$ cat src/include/mimo_config.svh
// sizing macros for the multi-lane branch writer, included by the package and RTL modules
`ifndef MIMO_CONFIG_SVH
`define MIMO_CONFIG_SVH

// number of input lanes, also the number of output branches
`define MIMO_NUM_LANES 8

// payload word width
`define MIMO_DATA_WIDTH 16

// log2 of the lane count
`define MIMO_BRANCH_WIDTH 3

// entries per lane FIFO, keep this a power of two
`define MIMO_FIFO_DEPTH 16

`endif

$ cat src/hw/mimo_pkg.sv
// shared types for the branch writer, imported by every RTL module and the testbench
`default_nettype none

`include "mimo_config.svh"

package mimo_pkg;

    typedef logic [`MIMO_DATA_WIDTH-1:0] data_t;

    typedef logic [`MIMO_BRANCH_WIDTH-1:0] branch_t;

    typedef logic [`MIMO_BRANCH_WIDTH-1:0] lane_idx_t;

    // one bit per lane or per branch
    typedef logic [`MIMO_NUM_LANES-1:0] lane_mask_t;

    // what a lane FIFO stores, branch in the upper bits
    typedef struct packed {
        branch_t branch;
        data_t   data;
    } lane_entry_t;

endpackage : mimo_pkg

`default_nettype wire

$ cat src/hw/lane_fifo.sv
// show-ahead FIFO with valid/ready on both sides that the top level instantiates once per lane
`timescale 1ns/10ps
`default_nettype none

`include "mimo_config.svh"

module lane_fifo #(
    parameter integer DEPTH = `MIMO_FIFO_DEPTH
) (
    input  wire logic                 i_clock,
    input  wire logic                 i_reset,
    input  wire mimo_pkg::lane_entry_t i_in_entry,
    input  wire logic                 i_in_valid,
    output      logic                 o_in_ready,
    output      mimo_pkg::lane_entry_t o_out_entry,
    output      logic                 o_out_valid,
    input  wire logic                 i_out_ready
);

    import mimo_pkg::*;

    localparam integer PTR_WIDTH   = $clog2(DEPTH);
    localparam integer COUNT_WIDTH = $clog2(DEPTH + 1);

    // distributed storage array
    lane_entry_t mem [DEPTH];

    logic [PTR_WIDTH-1:0]   wr_ptr;
    logic [PTR_WIDTH-1:0]   rd_ptr;
    logic [COUNT_WIDTH-1:0] count;
    logic                   push;
    logic                   pop;

    assign o_in_ready  = (count < COUNT_WIDTH'(DEPTH));
    assign o_out_valid = (count != '0);

    assign push = i_in_valid & o_in_ready;
    assign pop  = i_out_ready & o_out_valid;

    // head is read straight from the array
    assign o_out_entry = mem[rd_ptr];

    always_ff @(posedge i_clock) begin
        if (push) begin
            mem[wr_ptr] <= i_in_entry;
        end
    end

    always_ff @(posedge i_clock) begin
        if (i_reset) begin
            wr_ptr <= '0;
            rd_ptr <= '0;
            count  <= '0;
        end else begin
            if (push) begin
                wr_ptr <= wr_ptr + 1'b1;
            end
            if (pop) begin
                rd_ptr <= rd_ptr + 1'b1;
            end
            // simultaneous push and pop leaves the count alone
            case ({push, pop})
                2'b10: begin
                    count <= count + 1'b1;
                end
                2'b01: begin
                    count <= count - 1'b1;
                end
                default: begin
                    count <= count;
                end
            endcase
        end
    end

endmodule : lane_fifo

`default_nettype wire

$ cat src/hw/rr_arbiter.sv
// rotating-priority pick of one non-empty lane per cycle for the branch router
`timescale 1ns/10ps
`default_nettype none

`include "mimo_config.svh"

module rr_arbiter (
    input  wire logic                  i_clock,
    input  wire logic                  i_reset,
    input  wire mimo_pkg::lane_mask_t  i_lane_valid,
    input  wire mimo_pkg::lane_entry_t i_lane_entry [`MIMO_NUM_LANES],
    output      mimo_pkg::lane_mask_t  o_lane_pop,
    output      mimo_pkg::lane_entry_t o_grant_entry,
    output      logic                  o_grant_valid
);

    import mimo_pkg::*;

    localparam integer NUM_LANES = `MIMO_NUM_LANES;

    // lane that gets first look this cycle
    lane_idx_t priority_ptr;
    lane_idx_t winner;
    logic      found;

    // walk the lanes from the pointer and wrap past the last one
    always_comb begin
        lane_idx_t cand;
        found  = 1'b0;
        winner = priority_ptr;
        for (int i = 0; i < NUM_LANES; i++) begin
            cand = lane_idx_t'((int'(priority_ptr) + i) % NUM_LANES);
            if (!found && i_lane_valid[cand]) begin
                found  = 1'b1;
                winner = cand;
            end
        end
    end

    assign o_grant_valid = found;
    assign o_lane_pop    = found ? (lane_mask_t'(1) << winner) : '0;
    assign o_grant_entry = found ? i_lane_entry[winner] : '0;

    always_ff @(posedge i_clock) begin
        if (i_reset) begin
            priority_ptr <= '0;
        end else if (found) begin
            // winner drops to lowest priority next cycle, the index width wraps lane 7 to 0
            priority_ptr <= winner + 1'b1;
        end
    end

endmodule : rr_arbiter

`default_nettype wire

$ cat src/hw/branch_router.sv
// output register stage, broadcasts the granted word and flags only its destination branch
`timescale 1ns/10ps
`default_nettype none

module branch_router (
    input  wire logic                  i_clock,
    input  wire logic                  i_reset,
    input  wire mimo_pkg::lane_entry_t i_entry,
    input  wire logic                  i_entry_valid,
    output      mimo_pkg::data_t       o_data,
    output      mimo_pkg::lane_mask_t  o_valid
);

    import mimo_pkg::*;

    lane_mask_t branch_onehot;

    // one-hot decode of the branch, empty when nothing was granted
    assign branch_onehot = i_entry_valid ? (lane_mask_t'(1) << i_entry.branch) : '0;

    // data goes to every branch whether valid or not
    always_ff @(posedge i_clock) begin
        o_data <= i_entry.data;
    end

    always_ff @(posedge i_clock) begin
        if (i_reset) begin
            o_valid <= '0;
        end else begin
            o_valid <= branch_onehot;
        end
    end

endmodule : branch_router

`default_nettype wire

$ cat src/hw/mimo_fifo.sv
// top level of the branch writer, eight buffered lanes merged round-robin onto one output
`timescale 1ns/10ps
`default_nettype none

`include "mimo_config.svh"

module mimo_fifo (
    input  wire logic                 i_clock,
    input  wire logic                 i_reset,
    input  wire mimo_pkg::data_t      i_data   [`MIMO_NUM_LANES],
    input  wire mimo_pkg::branch_t    i_branch [`MIMO_NUM_LANES],
    input  wire logic                 i_valid,
    output      logic                 o_ready,
    output      mimo_pkg::data_t      o_data,
    output      mimo_pkg::lane_mask_t o_valid
);

    import mimo_pkg::*;

    localparam integer NUM_LANES = `MIMO_NUM_LANES;

    lane_entry_t lane_in_entry  [NUM_LANES];
    lane_entry_t lane_out_entry [NUM_LANES];
    lane_mask_t  lane_in_ready;
    lane_mask_t  lane_out_valid;
    lane_mask_t  lane_pop;
    lane_entry_t grant_entry;
    logic        grant_valid;
    logic        beat_accept;

    // all lanes move together, so one full lane stalls the whole beat
    assign o_ready = &lane_in_ready;

    // no lane may write unless every lane can
    assign beat_accept = i_valid & o_ready;

    genvar g;
    generate
        for (g = 0; g < NUM_LANES; g++) begin : g_lane
            assign lane_in_entry[g].branch = i_branch[g];
            assign lane_in_entry[g].data   = i_data[g];

            lane_fifo #(
                .DEPTH(`MIMO_FIFO_DEPTH)
            ) u_lane_fifo (
                .i_clock    (i_clock),
                .i_reset    (i_reset),
                .i_in_entry (lane_in_entry[g]),
                .i_in_valid (beat_accept),
                .o_in_ready (lane_in_ready[g]),
                .o_out_entry(lane_out_entry[g]),
                .o_out_valid(lane_out_valid[g]),
                .i_out_ready(lane_pop[g])
            );
        end
    endgenerate

    rr_arbiter u_rr_arbiter (
        .i_clock      (i_clock),
        .i_reset      (i_reset),
        .i_lane_valid (lane_out_valid),
        .i_lane_entry (lane_out_entry),
        .o_lane_pop   (lane_pop),
        .o_grant_entry(grant_entry),
        .o_grant_valid(grant_valid)
    );

    // one register stage between the grant and the memory side
    branch_router u_branch_router (
        .i_clock      (i_clock),
        .i_reset      (i_reset),
        .i_entry      (grant_entry),
        .i_entry_valid(grant_valid),
        .o_data       (o_data),
        .o_valid      (o_valid)
    );

endmodule : mimo_fifo

`default_nettype wire

$ cat config.mk
export PLATFORM = sky130hd
export DESIGN_NAME = mimo_fifo
export DESIGN_NICKNAME = d
export VERILOG_FILES = /design/src/hw/mimo_pkg.sv /design/src/hw/lane_fifo.sv /design/src/hw/rr_arbiter.sv /design/src/hw/branch_router.sv /design/src/hw/mimo_fifo.sv
export VERILOG_INCLUDE_DIRS = /design/src /design/src/include
export SDC_FILE = /design/constraint.sdc
export NUM_CORES = 2
export LEC_CHECK = 0
export BUFFER_PORTS_ARGS = -buffer_cell sky130_fd_sc_hd__clkbuf_2
export CORE_MARGIN = 2
export CORE_UTILIZATION = 45
export CTS_CLUSTER_DIAMETER = 50
export DETAILED_ROUTE_END_ITERATION = 10
export GPL_ROUTABILITY_DRIVEN = 1
export GPL_TIMING_DRIVEN = 0
export PLACE_DENSITY = 0.57
export SYNTH_ARGS = -nofsm -noshare
export SYNTH_HDL_FRONTEND = slang
export SYNTH_HIERARCHICAL = 1
export SYNTH_SLANG_ARGS = --single-unit
$ cat constraint.sdc
create_clock -name i_clock -period 7.1 [get_ports i_clock]
set_clock_uncertainty 0.2 [all_clocks]
set_input_delay 1.42 -clock i_clock [delete_from_list [all_inputs] [get_ports i_clock]]
set_output_delay 1.42 -clock i_clock [all_outputs]
set_load 0.005 [all_outputs]
==> results_dict.tcl <==
set metrics [dict create \
    status "completed" \
    avgSynthCellArea_um2 22.0 \
    io_pins 180 \
    worstMarginPinSlew_ns 1.05 \
    die_area_um2 230000 \
    preCtsSetupSlack_ns -0.298 \
    fin_nets 5447 \
    hpwlAfterDp_um 159000 \
    rsz0062_at_grt "yes" \
    grt_start_max_net_pins 20 \
    yosysWarnings 6 \
    synth-main-ff-cell "edfxtp_1" \
    fin_crit_ns 6.83 \
    synthTopCellsByArea "edfxtp_1 (72%), mux4_2 (17%), dfxtp_1 (3.2%)" \
    synthCells 4622 \
    worstSetupPathType "flop to flop" \
    required_ns 7.72 \
    yosysMostFrequentCell "edfxtp_1" \
    htree_levels 5 \
    ant_nets 0 \
    row_count 174 \
    fin_util_pct 52.9 \
    drt_pass1_iterations 7 \
    die_y_um 479 \
    irDropWorstVdd_mv 0.713 \
    overflow 0 \
    cp-end-kind "flop" \
    clock-root-buffer "clkbuf_16" \
    area_delta_synth_final_pct 16.8 \
    fin_area_um2 119000 \
    antenna_found_initial 40 \
    drt-initial-drc-count 4810 \
    drive_gt1_share_pct 32.8 \
    yosysTopAreaCell "edfxtp_1" \
    numCtsBuffers 305 \
    gp_congestion 0.862 \
    routedWlPerCell_um 29.4 \
    synth_top_area_share_pct 71.8 \
    maxSlewViolCount 0 \
    synth-edff-count 2432 \
    num_vias 48800 \
    max_stage_delay_ns 0.58 \
    min_period_over_period_pct 96.2 \
    grt_pass1_vias 49900 \
    die_w_um 479 \
    wl_um 249000 \
    leakage_nw 37.5 \
    slew_headroom_pct 29.9 \
    port-buffer-count 179 \
    synth_cell_type_count 74 \
    setup_viol 0 \
    fmax_mhz 146 \
    grtUsageTotal_pct 21.7 \
    cts_buffer_depth 4 \
    cp_slowest_cell "mux4_2" \
    worstPathArrival_ns 7.45 \
    placed_area_um2 109000 \
    syn-num-nets 4849 \
    regToRegSetupSlack_ns 0.27 \
    hold_class "flop to flop" \
    hold_viol 0 \
    critPathMaxFanout 11 \
    route.detailed.drc 0 \
    cts.sinks 2595 \
    core_area_um2 225000 \
    finalWorstSetupSlack_ns 0.270 \
    synthArstFlopShare_pct 0 \
    insertion_delay_ns 0.94 \
    netlist_area_um2 102000 \
    cts_tree "yes" \
    grt_pass1_wl_um 356000 \
    maxCapViolCount 0 \
    start_kind "flop" \
    synthTopCellsByCount "edfxtp_1 (2432), mux4_2 (767), nor2_1 (230)" \
    seq_area_frac_synth_pct 75.0 \
    clk_pin_slew_ns 0.06 \
    synth-seq-cells 2595 \
    viasPerCell 5.78 \
    start_util_pct 45.3 \
    p_per_area_nw_per_um2 422 \
    power_mw 50.1 \
    finalSetupTns_ns 0 \
]
per-stage QoR:
| stage | instances | hold slack (ns) |
|---|---|---|
| detailed placement | 7904 | 0.293 |
| finish | 8446 | 0.299 |
| global route | 8441 | 0.307 |
| floorplan | 4622 | 0.272 |
| global placement | 7793 | 0.287 |
| CTS | 8438 | 0.297 |
critical path: cells and delay by family, from the launching register on:
family | cells | cell delay [ns]
buf+inv | 9 | 1.59
fa+ha+maj | 4 | 0.90
compound gates | 8 | 1.66
mux | 2 | 0.72
simple gates | 4 | 1.17
xor+xnor | 1 | 0.12
flops | 1 | 0.35
power breakdown:
group,switching [mW],internal [mW]
clock,5.98,9.45
sequential,0.394,18.1
combinational,10.4,5.82
total,16.7,33.4
cell families after synthesis:
kind of cell	Yosys count	share of synthesized area (%)
muxes	873	18.1
buffers and inverters	288	1.51
adders and majority gates	72	0.886
AOI/OAI and AO/OA	210	1.62
DFF	2595	75.0
xor gates and xnor gates	70	0.610
and+or+nand+nor	514	2.30
placed cells by master, fill, tap and decap left out, drive strengths merged, types with 9 or more instances in the layout:
cell | synthesis | routed
a21oi | 37 | 37
nand2b | 19 | 19
inv | 41 | 55
mux2i | 99 | 99
a211o | 9 | 9
mux4 | 767 | 767
buf | 156 | 268
clkinv | 0 | 96
nor2b | 22 | 22
o22a | 19 | 19
xnor2 | 19 | 19
dfxtp | 163 | 163
edfxtp | 2432 | 2432
and2 | 15 | 15
o31ai | 9 | 9
clkbuf | 91 | 652
or4 | 9 | 9
o21ai | 18 | 18
nor2 | 230 | 230
nand2 | 115 | 115
nor4 | 9 | 9
ha | 72 | 72
nand4 | 18 | 18
o221ai | 19 | 19
a22o | 11 | 11
a32oi | 10 | 10
bufinv | 0 | 34
nor3 | 47 | 47
xor2 | 51 | 51
timing repair:
item | in CTS | in global routing
hold buffers | 0 | 0
gates cloned | 0 | 0
pin swaps | 0 | 1
setup endpoints to repair | 11 | 15
gates resized for setup | 12 | 32
buffers inserted | 0 | 2
layer usage:
metal	wire [µm]	up-vias	GRT usage, %
li1	-	20700	-
met1	103000	26100	29.8
met2	121000	1590	34.9
met3	17300	367	4.70
met4	7030	44	6.55
met5	279	-	0
sequential cells by signal (all words and copies together), names as in the netlist, named ones only:
register,flops
g_lane.u_lane_fifo/mem,2432
g_lane.u_lane_fifo/count,40
g_lane.u_lane_fifo/rd_ptr,32
g_lane.u_lane_fifo/wr_ptr,32
u_branch_router/o_data,16
u_branch_router/o_valid,8
u_rr_arbiter/priority_ptr,3
worst paths after layout:
path                                                      start  cells past startpoint                             end
worst max-delay path               u_rr_arbiter/priority_ptr[0]                     28  g_lane[4].u_lane_fifo/count[4]
worst min-delay path            g_lane[7].u_lane_fifo/rd_ptr[3]                      2                            flop
worst max register to register     u_rr_arbiter/priority_ptr[0]                     28  g_lane[4].u_lane_fifo/count[4]
worst min register to register  g_lane[7].u_lane_fifo/rd_ptr[3]                      2                            flop
final cells by class:
| type | count | area [µm²] |
|---|---|---|
| well taps | 2992 | 3740 |
| diodes | 7 | 17.5 |
| flip-flops and latches | 2595 | 76300 |
| inverters | 41 | 154 |
| multi-input cells | 1739 | 24700 |
| clock inverters | 152 | 1660 |
| fillers | 17500 | 106000 |
| repair buffers | 292 | 2570 |
| clock buffers | 382 | 8250 |
| plain buffers | 246 | 1390 |
Power figures use the tool's default switching activity.
